## config.mk

```make
export PLATFORM = sky130hd
export DESIGN_NAME = robTop
export DESIGN_NICKNAME = d
export VERILOG_FILES = /design/src/source/robPkg.sv /design/src/source/robEntryRam.sv /design/src/source/robStatusTable.sv /design/src/source/robQueueCtrl.sv /design/src/source/robCommitLogic.sv /design/src/source/robTop.sv
export SDC_FILE = /design/constraint.sdc
export NUM_CORES = 1
export LEC_CHECK = 0
export ABC_AREA = 1
export BUFFER_PORTS_ARGS = -buffer_cell sky130_fd_sc_hd__buf_2
export CAP_MARGIN = 0
export CORE_MARGIN = 5
export CORE_UTILIZATION = 42
export CTS_BUF_LIST = sky130_fd_sc_hd__clkbuf_16
export CTS_CLUSTER_DIAMETER = 40
export DETAILED_ROUTE_END_ITERATION = 10
export GPL_ROUTABILITY_DRIVEN = 0
export PLACE_DENSITY_LB_ADDON = 0.08
export SYNTH_ARGS = -nofsm -noshare
export SYNTH_HDL_FRONTEND = slang
export SYNTH_SLANG_ARGS = --single-unit
```

## constraint.sdc

```tcl
create_clock -name clk -period 16.4 [get_ports clk]
set_input_delay 4.92 -clock clk [delete_from_list [all_inputs] [get_ports clk]]
set_output_delay 4.92 -clock clk [all_outputs]
set_load 0.02 [all_outputs]
```

## src/source/robPkg.sv

```systemverilog
package robPkg;

    // buffer geometry
    localparam int robSize = 16;
    localparam int robIdxWidth = 4;
    localparam int dispatchWidth = 2;
    localparam int commitWidth = 2;
    localparam int wbPorts = 2;

    // payload field widths
    localparam int excWidth = 4;
    localparam int pregWidth = 6;
    localparam int archRegWidth = 5;

    typedef logic [robIdxWidth-1:0] slotIdxT;
    typedef logic [robIdxWidth:0] countT;
    typedef logic [1:0] laneCountT;
    typedef logic [excWidth-1:0] excCodeT;
    typedef logic [pregWidth-1:0] pregT;
    typedef logic [archRegWidth-1:0] archRegT;

    // all ones marks a clean completion
    localparam excCodeT noException = '1;

    // dir flips each time the slot number wraps past the last entry
    typedef struct packed {
        logic dir;
        slotIdxT slot;
    } robIdxT;

    typedef struct packed {
        logic writesReg;
        logic isStore;
        archRegT archReg;
        pregT physReg;
        pregT oldPhysReg;
    } robPayloadT;

    typedef struct packed {
        logic valid;
        robPayloadT payload;
    } dispatchReqT;

    typedef struct packed {
        logic valid;
        robIdxT robIdx;
        excCodeT excCode;
    } wbReqT;

    typedef struct packed {
        logic valid;
        robPayloadT payload;
    } commitLaneT;

    typedef struct packed {
        laneCountT num;
        laneCountT regWriteNum;
        laneCountT storeNum;
    } commitInfoT;

    typedef struct packed {
        logic valid;
        robIdxT robIdx;
        excCodeT excCode;
    } excReportT;

endpackage

```

## src/source/robEntryRam.sv

```systemverilog
module robEntryRam (
    input logic clk,
    input logic rst,
    input robPkg::dispatchReqT dispatch [robPkg::dispatchWidth],
    input logic dispatchFire,
    input robPkg::robIdxT tail,
    input robPkg::robIdxT head,
    output robPkg::robPayloadT headPayloads [robPkg::commitWidth]
);
    import robPkg::*;

    robPayloadT entries [robSize];

    // one write port per dispatch lane, consecutive slots from the tail
    always_ff @(posedge clk or posedge rst) begin
        if (rst) begin
            entries <= '{default: '0};
        end else begin
            for (int i = 0; i < dispatchWidth; i++) begin
                if (dispatchFire && dispatch[i].valid) begin
                    entries[slotIdxT'(tail.slot + i)] <= dispatch[i].payload;
                end
            end
        end
    end

    // read ports follow the head, slot wraps on its own
    always_comb begin
        for (int i = 0; i < commitWidth; i++) begin
            headPayloads[i] = entries[slotIdxT'(head.slot + i)];
        end
    end

endmodule

```

## src/source/robStatusTable.sv

```systemverilog
module robStatusTable (
    input logic clk,
    input logic rst,
    input robPkg::wbReqT wb [robPkg::wbPorts],
    input robPkg::dispatchReqT dispatch [robPkg::dispatchWidth],
    input logic dispatchFire,
    input robPkg::robIdxT tail,
    input robPkg::robIdxT head,
    output logic [robPkg::commitWidth-1:0] doneBits,
    output robPkg::excCodeT excCodes [robPkg::commitWidth]
);
    import robPkg::*;

    logic [robSize-1:0] done;
    excCodeT codeTable [robSize];

    always_ff @(posedge clk or posedge rst) begin
        if (rst) begin
            done <= '0;
        end else begin
            // new entries start unfinished
            for (int i = 0; i < dispatchWidth; i++) begin
                if (dispatchFire && dispatch[i].valid) begin
                    done[slotIdxT'(tail.slot + i)] <= 1'b0;
                end
            end
            // later assignment, so writeback takes priority
            for (int j = 0; j < wbPorts; j++) begin
                if (wb[j].valid) begin
                    done[wb[j].robIdx.slot] <= 1'b1;
                end
            end
        end
    end

    // code is only looked at once the done bit is set
    always_ff @(posedge clk) begin
        for (int j = 0; j < wbPorts; j++) begin
            if (wb[j].valid) begin
                codeTable[wb[j].robIdx.slot] <= wb[j].excCode;
            end
        end
    end

    always_comb begin
        for (int i = 0; i < commitWidth; i++) begin
            doneBits[i] = done[slotIdxT'(head.slot + i)];
            excCodes[i] = codeTable[slotIdxT'(head.slot + i)];
        end
    end

endmodule

```

## src/source/robQueueCtrl.sv

```systemverilog
module robQueueCtrl (
    input logic clk,
    input logic rst,
    input robPkg::dispatchReqT dispatch [robPkg::dispatchWidth],
    input robPkg::laneCountT retireNum,
    input logic flush,
    output robPkg::robIdxT head,
    output robPkg::robIdxT tail,
    output robPkg::countT validCount,
    output logic dispatchFire,
    output logic full
);
    import robPkg::*;

    countT freeCount;
    laneCountT reqNum;
    laneCountT addNum;
    robIdxT tailNext;

    // valid lanes are packed from lane 0, so a plain count is enough
    always_comb begin
        reqNum = '0;
        for (int i = 0; i < dispatchWidth; i++) begin
            if (dispatch[i].valid) begin
                reqNum = reqNum + 1'b1;
            end
        end
    end

    // hold off dispatch while an exception drains the buffer
    assign full = flush || (freeCount < countT'(reqNum));
    assign dispatchFire = (reqNum != '0) && !full;
    assign addNum = dispatchFire ? reqNum : '0;

    // 5-bit add carries into dir when the slot wraps
    assign tailNext = robIdxT'(tail + addNum);

    always_ff @(posedge clk or posedge rst) begin
        if (rst) begin
            head <= '0;
            tail <= '0;
            validCount <= '0;
            freeCount <= countT'(robSize);
        end else begin
            tail <= tailNext;
            if (flush) begin
                // drop everything left, head takes the tail's wrap bit too
                head <= tailNext;
                validCount <= '0;
                freeCount <= countT'(robSize);
            end else begin
                head <= robIdxT'(head + retireNum);
                validCount <= validCount + countT'(addNum) - countT'(retireNum);
                freeCount <= freeCount - countT'(addNum) + countT'(retireNum);
            end
        end
    end

endmodule

```

## src/source/robCommitLogic.sv

```systemverilog
module robCommitLogic (
    input logic clk,
    input logic rst,
    input robPkg::robIdxT head,
    input robPkg::countT validCount,
    input logic [robPkg::commitWidth-1:0] doneBits,
    input robPkg::excCodeT excCodes [robPkg::commitWidth],
    input robPkg::robPayloadT headPayloads [robPkg::commitWidth],
    output robPkg::laneCountT retireNum,
    output logic flush,
    output robPkg::commitLaneT commitLanes [robPkg::commitWidth],
    output robPkg::commitInfoT commitInfo,
    output robPkg::excReportT excReport
);
    import robPkg::*;

    logic [commitWidth-1:0] eligible;
    logic [commitWidth-1:0] excLane;
    logic [commitWidth-1:0] retire;
    laneCountT excLaneIdx;
    excCodeT excSel;
    laneCountT regWriteNum;
    laneCountT storeNum;
    slotIdxT excSlot;
    robIdxT excRobIdx;

    // prefix-AND over done bits, limited to occupied lanes
    always_comb begin
        logic doneSoFar;
        doneSoFar = 1'b1;
        for (int i = 0; i < commitWidth; i++) begin
            doneSoFar = doneSoFar & doneBits[i];
            eligible[i] = doneSoFar && (countT'(i) < validCount);
        end
    end

    // first exception lane stops the group, older lanes still retire
    always_comb begin
        logic blocked;
        blocked = 1'b0;
        excLaneIdx = '0;
        excSel = noException;
        for (int i = 0; i < commitWidth; i++) begin
            excLane[i] = eligible[i] && (excCodes[i] != noException);
            if (excLane[i] && !blocked) begin
                excLaneIdx = laneCountT'(i);
                excSel = excCodes[i];
            end
            blocked = blocked | excLane[i];
            retire[i] = eligible[i] && !blocked;
        end
    end

    assign flush = |excLane;

    always_comb begin
        retireNum = '0;
        regWriteNum = '0;
        storeNum = '0;
        for (int i = 0; i < commitWidth; i++) begin
            if (retire[i]) begin
                retireNum = retireNum + 1'b1;
                regWriteNum = regWriteNum + laneCountT'(headPayloads[i].writesReg);
                storeNum = storeNum + laneCountT'(headPayloads[i].isStore);
            end
        end
    end

    // wrapped past slot 0 means the exception entry is one lap ahead
    assign excSlot = head.slot + slotIdxT'(excLaneIdx);
    assign excRobIdx = {head.dir ^ (excSlot < head.slot), excSlot};

    always_ff @(posedge clk or posedge rst) begin
        if (rst) begin
            commitLanes <= '{default: '0};
            commitInfo <= '0;
            excReport <= '0;
        end else begin
            for (int i = 0; i < commitWidth; i++) begin
                commitLanes[i].valid <= retire[i];
                commitLanes[i].payload <= retire[i] ? headPayloads[i] : '0;
            end
            commitInfo.num <= retireNum;
            commitInfo.regWriteNum <= regWriteNum;
            commitInfo.storeNum <= storeNum;
            excReport.valid <= flush;
            excReport.robIdx <= flush ? excRobIdx : '0;
            excReport.excCode <= flush ? excSel : '0;
        end
    end

endmodule

```

## src/source/robTop.sv

```systemverilog
module robTop (
    input logic clk,
    input logic rst,
    input robPkg::dispatchReqT dispatch [robPkg::dispatchWidth],
    input robPkg::wbReqT wb [robPkg::wbPorts],
    output robPkg::robIdxT allocIdx,
    output logic full,
    output robPkg::commitLaneT commitLanes [robPkg::commitWidth],
    output robPkg::commitInfoT commitInfo,
    output robPkg::excReportT excReport
);
    import robPkg::*;

    robIdxT head;
    robIdxT tail;
    countT validCount;
    logic dispatchFire;
    laneCountT retireNum;
    logic flush;

    // head group as seen by the commit logic
    logic [commitWidth-1:0] doneBits;
    excCodeT excCodes [commitWidth];
    robPayloadT headPayloads [commitWidth];

    // lane 0 always lands on the current tail
    assign allocIdx = tail;

    robQueueCtrl queueCtrl (
        .clk(clk),
        .rst(rst),
        .dispatch(dispatch),
        .retireNum(retireNum),
        .flush(flush),
        .head(head),
        .tail(tail),
        .validCount(validCount),
        .dispatchFire(dispatchFire),
        .full(full)
    );

    robStatusTable statusTable (
        .clk(clk),
        .rst(rst),
        .wb(wb),
        .dispatch(dispatch),
        .dispatchFire(dispatchFire),
        .tail(tail),
        .head(head),
        .doneBits(doneBits),
        .excCodes(excCodes)
    );

    robEntryRam entryRam (
        .clk(clk),
        .rst(rst),
        .dispatch(dispatch),
        .dispatchFire(dispatchFire),
        .tail(tail),
        .head(head),
        .headPayloads(headPayloads)
    );

    robCommitLogic commitLogic (
        .clk(clk),
        .rst(rst),
        .head(head),
        .validCount(validCount),
        .doneBits(doneBits),
        .excCodes(excCodes),
        .headPayloads(headPayloads),
        .retireNum(retireNum),
        .flush(flush),
        .commitLanes(commitLanes),
        .commitInfo(commitInfo),
        .excReport(excReport)
    );

endmodule

```

Yosys cells after proc, flatten, opt, wreduce, memory -nomap -nowiden
Memories as Yosys holds them, arrays and structs flattened.
Cells that the tools add are included.
{"block": "classes", "addsub": 13, "order_cmp": 20, "n_eq_ne": 2, "n_mux": 53, "bitwise_logic": 13, "n_reduce_logical": 22}
{"cell": "$bwmux 304", "n": 2}
{"cell": "$mux 304", "n": 2}
{"cell": "$bmux 19 s4", "n": 2}
{"cell": "$demux 19 s4", "n": 2}
{"cell": "$mux 19", "n": 8}
{"cell": "$mux 16", "n": 4}
{"cell": "$and 16x16->16", "n": 2}
{"cell": "$not 16->16", "n": 2}
{"cell": "$or 16x16->16", "n": 2}
{"cell": "$lt 4x5->1 const B", "n": 6}
{"cell": "$add 5x2->5", "n": 4}
{"cell": "$ge 5x5->1 const B", "n": 4}
{"cell": "$mux 5", "n": 4}
{"cell": "$not 4->5", "n": 4}
{"cell": "$demux 1 s4", "n": 4}
{"cell": "$ge 4x1->1 const B", "n": 4}
{"cell": "$logic_and 1x1->1", "n": 16}
{"cell": "$mux 1", "n": 15}
{"cell": "$mux 4", "n": 3}
{"cell": "$lt 1x5->1 const A", "n": 2}
{"cell": "$lt 5x1->1 const B", "n": 2}
{"cell": "$mux 2", "n": 5}
{"cell": "$sub 5x2->5", "n": 2}
{"cell": "$add 4x1->4 const B", "n": 2}
{"cell": "15 further kinds", "n": 20}
{"block": "totals", "ff_bits": 396, "mem_bits_rw": 64, "input_bits": 62, "elab_cells": 230, "memories": 1}
{"memory": "statusTable.codeTable", "depth": 16, "word_bits": 4, "read_ports": 2, "rd_ports_with_merged_regs": 0, "wr": 2, "line_no": "robStatusTable.sv:15", "text": "excCodeT codeTable [robSize];"}

Longest topological paths before layout
{"block": "depth", "depth_word": 18, "mapped_depth": 29, "depth_no_buf": 26}

Hierarchy
From an unflattened synthesis, not the netlist that was laid out.
{"block": "hier_totals", "cells_unflattened": 4698, "hier_area_um2": 30874.6}
{"mod": "robEntryRam", "instances": 1, "cells_per_inst": 3492, "area_each_um2": 21454.3, "seq_area_each_um2": 7607.3}
{"mod": "robStatusTable", "instances": 1, "cells_per_inst": 820, "area_each_um2": 5711.7, "seq_area_each_um2": 2322.2}
{"mod": "robCommitLogic", "instances": 1, "cells_per_inst": 218, "area_each_um2": 2311.0, "seq_area_each_um2": 1401.3}
{"mod": "robQueueCtrl", "instances": 1, "cells_per_inst": 168, "area_each_um2": 1397.6, "seq_area_each_um2": 501.7}

Worst setup path after synthesis
No wires, ideal clock.
{"block": "synth_path", "path_kind": "input-to-output", "start": "in dispatch[39] (netlist name)", "end": "out full", "t_arrival_ns": 6.244, "required_ns": 11.480, "setup_slack_ns": 5.236, "stages": 8, "path_buffers": 2, "cell_sequence": "clkbuf_1 clkbuf_1 inv_1 ha_1 inv_1 o21ai_0 nand2_1 nand3_2"}
{"block": "synth_via", "elab_chain_cells": 5}
{"item": "from (decl)", "line_no": "robTop.sv:4", "text": "input robPkg::dispatchReqT dispatch [robPkg::dispatchWidth],"}
{"item": "$mux 1 *", "line_no": "robQueueCtrl.sv:24", "text": "if (dispatch[i].valid) begin"}
{"item": "$add 1x1->2", "line_no": "robQueueCtrl.sv:25", "text": "reqNum = reqNum + 1'b1;"}
{"item": "$mux 2 *", "line_no": "robQueueCtrl.sv:24"}
{"item": "$lt 5x2->1 *", "line_no": "robQueueCtrl.sv:31", "text": "assign full = flush || (freeCount < countT'(reqNum));"}
{"item": "$logic_or 1x1->1 *", "line_no": "robQueueCtrl.sv:31"}
{"item": "to (decl)", "line_no": "robTop.sv:7", "text": "output logic full,"}
Every way passes the cells marked *; elsewhere a longest branch is shown, timed or not.

Worst setup path after layout
Same ends and word-level chain as after synthesis.

==> flow_summary.ini <==
[power_and_ir_drop]
p_clk_frac = 0.249
fraction_of_power_consumed_by_combinational_cells = 0.541
power.sequential.fraction = 0.210
leakagePower_nw = 17.51
ir_worst_vdd_uv = 213.0
switching_share = 0.4980
power_density_mw_per_mm2 = 247.9
p_int_mw = 4.543
power.switching_mw = 4.506

[hold_path]
worst_hold_path_type = flop to flop
holdPathStages = 1

[sta]
maxClockFrequency_mhz = 87.97
relSlewSlack = 0.1661
rsz0062_at_grt = false
report.final.hold_viol_count = 0
timing.final.crit_share = 0.6931
fin_hold_ws_ps = 485.8
setup-tns-final_ps = 0
final-setup-viol-count = 0
timing.final.max_slew_violations = 0
layout_min_cycle_time_ps = 11370
worst-slew-pin-transition_ps = 1246
skew_ps = 28.03
finalWorstSetupSlack_ps = 5032

[finish]
seq_area_mm2 = 0.01184
final.fill_count = 7759
drive_gt1_frac = 0.08826
multi_input_area_mm2 = 0.01741
areaGrowthSynthToFinish_pct = 13.97
fin_cells = 5919
final_net_count = 4942

[critical_path]
worst_path_arrival_ps = 6450
timing.critical_path.buf_inv = 5
critPathMaxStageDelay_ps = 420
rr_worst_depth = 24
path_delay_family = buffers and inverters
cp_data_required_time_ps = 11480
kind_of_critical_path = primary input to output pin
critPathMaxFanout = 17
timing.critical_path.to_type = output pin
critical_path_cell_count = 9
crit_path_cell_trace = buf_2, buf_4, inv_1, ha_1, inv_1, o21ai_0, nand2_1, nand3_2, buf_2
cpMaxStageDelayCell = sky130_fd_sc_hd__ha_1
startpoint_type = primary input

[status]
run_status = complete, no violations

[placed_design]
post_place_worst_slack_ps = 5045
buffer_ports.inserted = 121
placedCellCount = 5721
place.detailed.hpwl_mm = 72.71

[grt]
global_route_wire_length_before_repair_mm = 192.7
grt_antenna_before_repair = 4
global_route.usage.total = 0.3064
gr-total-overflow = 0
first_global_vias = 29640
grt_start_max_net_pins = 150

[yosys]
syn_inst = 4973
synth_enable_flop_cells = 64
ys.flop_type = sky130_fd_sc_hd__dfrtp_1
netlist.area_leader.share = 0.3086
postSynthRegisterBits = 460
synth.avg_cell_area_um2 = 6.440
synth.yosys.warnings = 0
yosys-top-cells-count = sky130_fd_sc_hd__nand2_1, sky130_fd_sc_hd__a21oi_1, sky130_fd_sc_hd__o21ai_0
nets_in_the_synthesized_netlist = 5065
synthMostInstantiatedCell = sky130_fd_sc_hd__nand2_1
seq_area_frac_synth = 0.3695
synth_cell_types = 47
post-synth-top-area-cell = sky130_fd_sc_hd__dfrtp_1
synth.cell_area_mm2 = 0.03203
synthTopCellsByArea = sky130_fd_sc_hd__dfrtp_1, sky130_fd_sc_hd__nand2_1, sky130_fd_sc_hd__a21oi_1, sky130_fd_sc_hd__o21ai_0, sky130_fd_sc_hd__edfxtp_1
synth-async-reset-ratio = 0.8609

[die]
design.die.area_mm2 = 0.08187
site_row_count = 101
die_width_um = 286.1
initial_utilization = 0.4224
core_area_mm2 = 0.07582
dieHeight_um = 286.1
ios = 124

[clock_network]
hold_buffers = 0
clkSlewWorstSetupHoldPaths_ps = 50
clk_lat_worst_skew_ps = 670
number_of_buffers_created_by_cts = 105
clock_tree_from_tritoncts = done
max_h_tree_level = 3
postCtsSetupBuffers = 0
cts_sinks = 460
cts.root.buffer_cell = sky130_fd_sc_hd__clkbuf_16
post_cts.resized_instances = 0
cts-root-to-sink-buffers = 3

[detailed_routing]
first_pass_iters = 6
post_drt_wl_per_cell_um = 21.81
final_antenna_net_count = 0
detail_route.drc_violations = 0
vias_per_cell = 5.589
vias = 33080
route.final.wire_length_mm = 129.1
drt_initial_violations = 3766

[run]
cap_violations = 0
## state kept, by name, summed over array words and instances, names as in the netlist
name	count
entryRam.entries	304
statusTable.codeTable	64
commitLogic.commitLanes	40
statusTable.done	16
commitLogic.excReport	10
commitLogic.commitInfo	6
queueCtrl.freeCount	5
queueCtrl.head	5
queueCtrl.tail	5
queueCtrl.validCount	5
## cell type report
class                           instances  share of cell area
Multi-Input combinational cell       3792              0.4769
Antenna cell                            1          0.00006856
Sequential cell                       460              0.3244
Clock buffer                          107             0.07336
Timing Repair Buffer                  181             0.02962
Tap cell                              978             0.03352
Clock inverter                         90             0.02951
Inverter                              310             0.03256
## metrics by stage
| stage | power [mW] | utilization | instance area [um^2] |
|---|---|---|---|
| after floorplan | 5.361 | - | 32030 |
| after global placement | 6.652 | 0.4318 | 32740 |
| after detailed placement | 6.712 | 0.4318 | 32740 |
| after CTS | 8.995 | 0.4814 | 36500 |
| after global routing | 9.730 | 0.4814 | 36500 |
| final | 9.049 | 0.4814 | 36500 |
## power by group through the flow
stage,clock network [mW],registers (mW),logic [mW]
after floorplan,0,1.81,3.55
after global placement,0,1.90,4.75
after detailed placement,0,1.91,4.81
after CTS,2.28,1.89,4.83
after global routing,2.34,1.96,5.44
final,2.25,1.90,4.90
## path summary, 6_finish.rpt
kind | from | endpoint | slack [ps]
min in group asynchronous | rst | entryRam.entries[129]$_DFF_PP0_ | 4430
max reg2reg | queueCtrl.head[0]$_DFF_PP0_ | queueCtrl.freeCount[4]$_DFF_PP1_ | 9850
max in group asynchronous | rst | entryRam.entries[0]$_DFF_PP0_ | 9660
min reg2reg | queueCtrl.tail[4]$_DFF_PP0_ | queueCtrl.tail[4]$_DFF_PP0_ | 490
min | queueCtrl.tail[4]$_DFF_PP0_ | queueCtrl.tail[4]$_DFF_PP0_ | 490
max | dispatch[39] | full | 5030
## layer usage
layer / vias up / routed length, um / share of wire / global-route usage
met5: - / 20 / 0.00015 / 0
met4: 2 / 4925 / 0.038 / 0.1041
met3: 248 / 10730 / 0.083 / 0.05187
met2: 1440 / 55720 / 0.43 / 0.4662
met1: 15420 / 57700 / 0.45 / 0.4436
li1: 15980 / - / - / -
## cells by family (layout without fill, tap and decap cells)
family	count (synthesis)	after routing	share of synthesized area
buffers and inverters	721	688	0.09314
multiplexers	17	17	0.005977
AO/OA/AOI/OAI	1263	1263	0.2117
other	0	1	0
AND/OR/NAND/NOR	2467	2467	0.3020
adder cells (fa/ha/maj)	30	30	0.01313
XOR/XNOR	15	15	0.004571
flip-flops	460	460	0.3695
## cell usage in the layout, fill, tap and decap left out, drive strengths merged, types with 17 or more instances in the layout
master	n
dfrtp	395
buf	181
o21ai	538
bufinv	21
clkinv	44
a31oi	28
o211ai	20
clkbuf	107
nand3	249
inv	323
ha	24
a211oi	48
nand2	1749
nor2	449
edfxtp	64
mux2	17
a21oi	563
No activity file was read; power rests on OpenSTA's default activity.
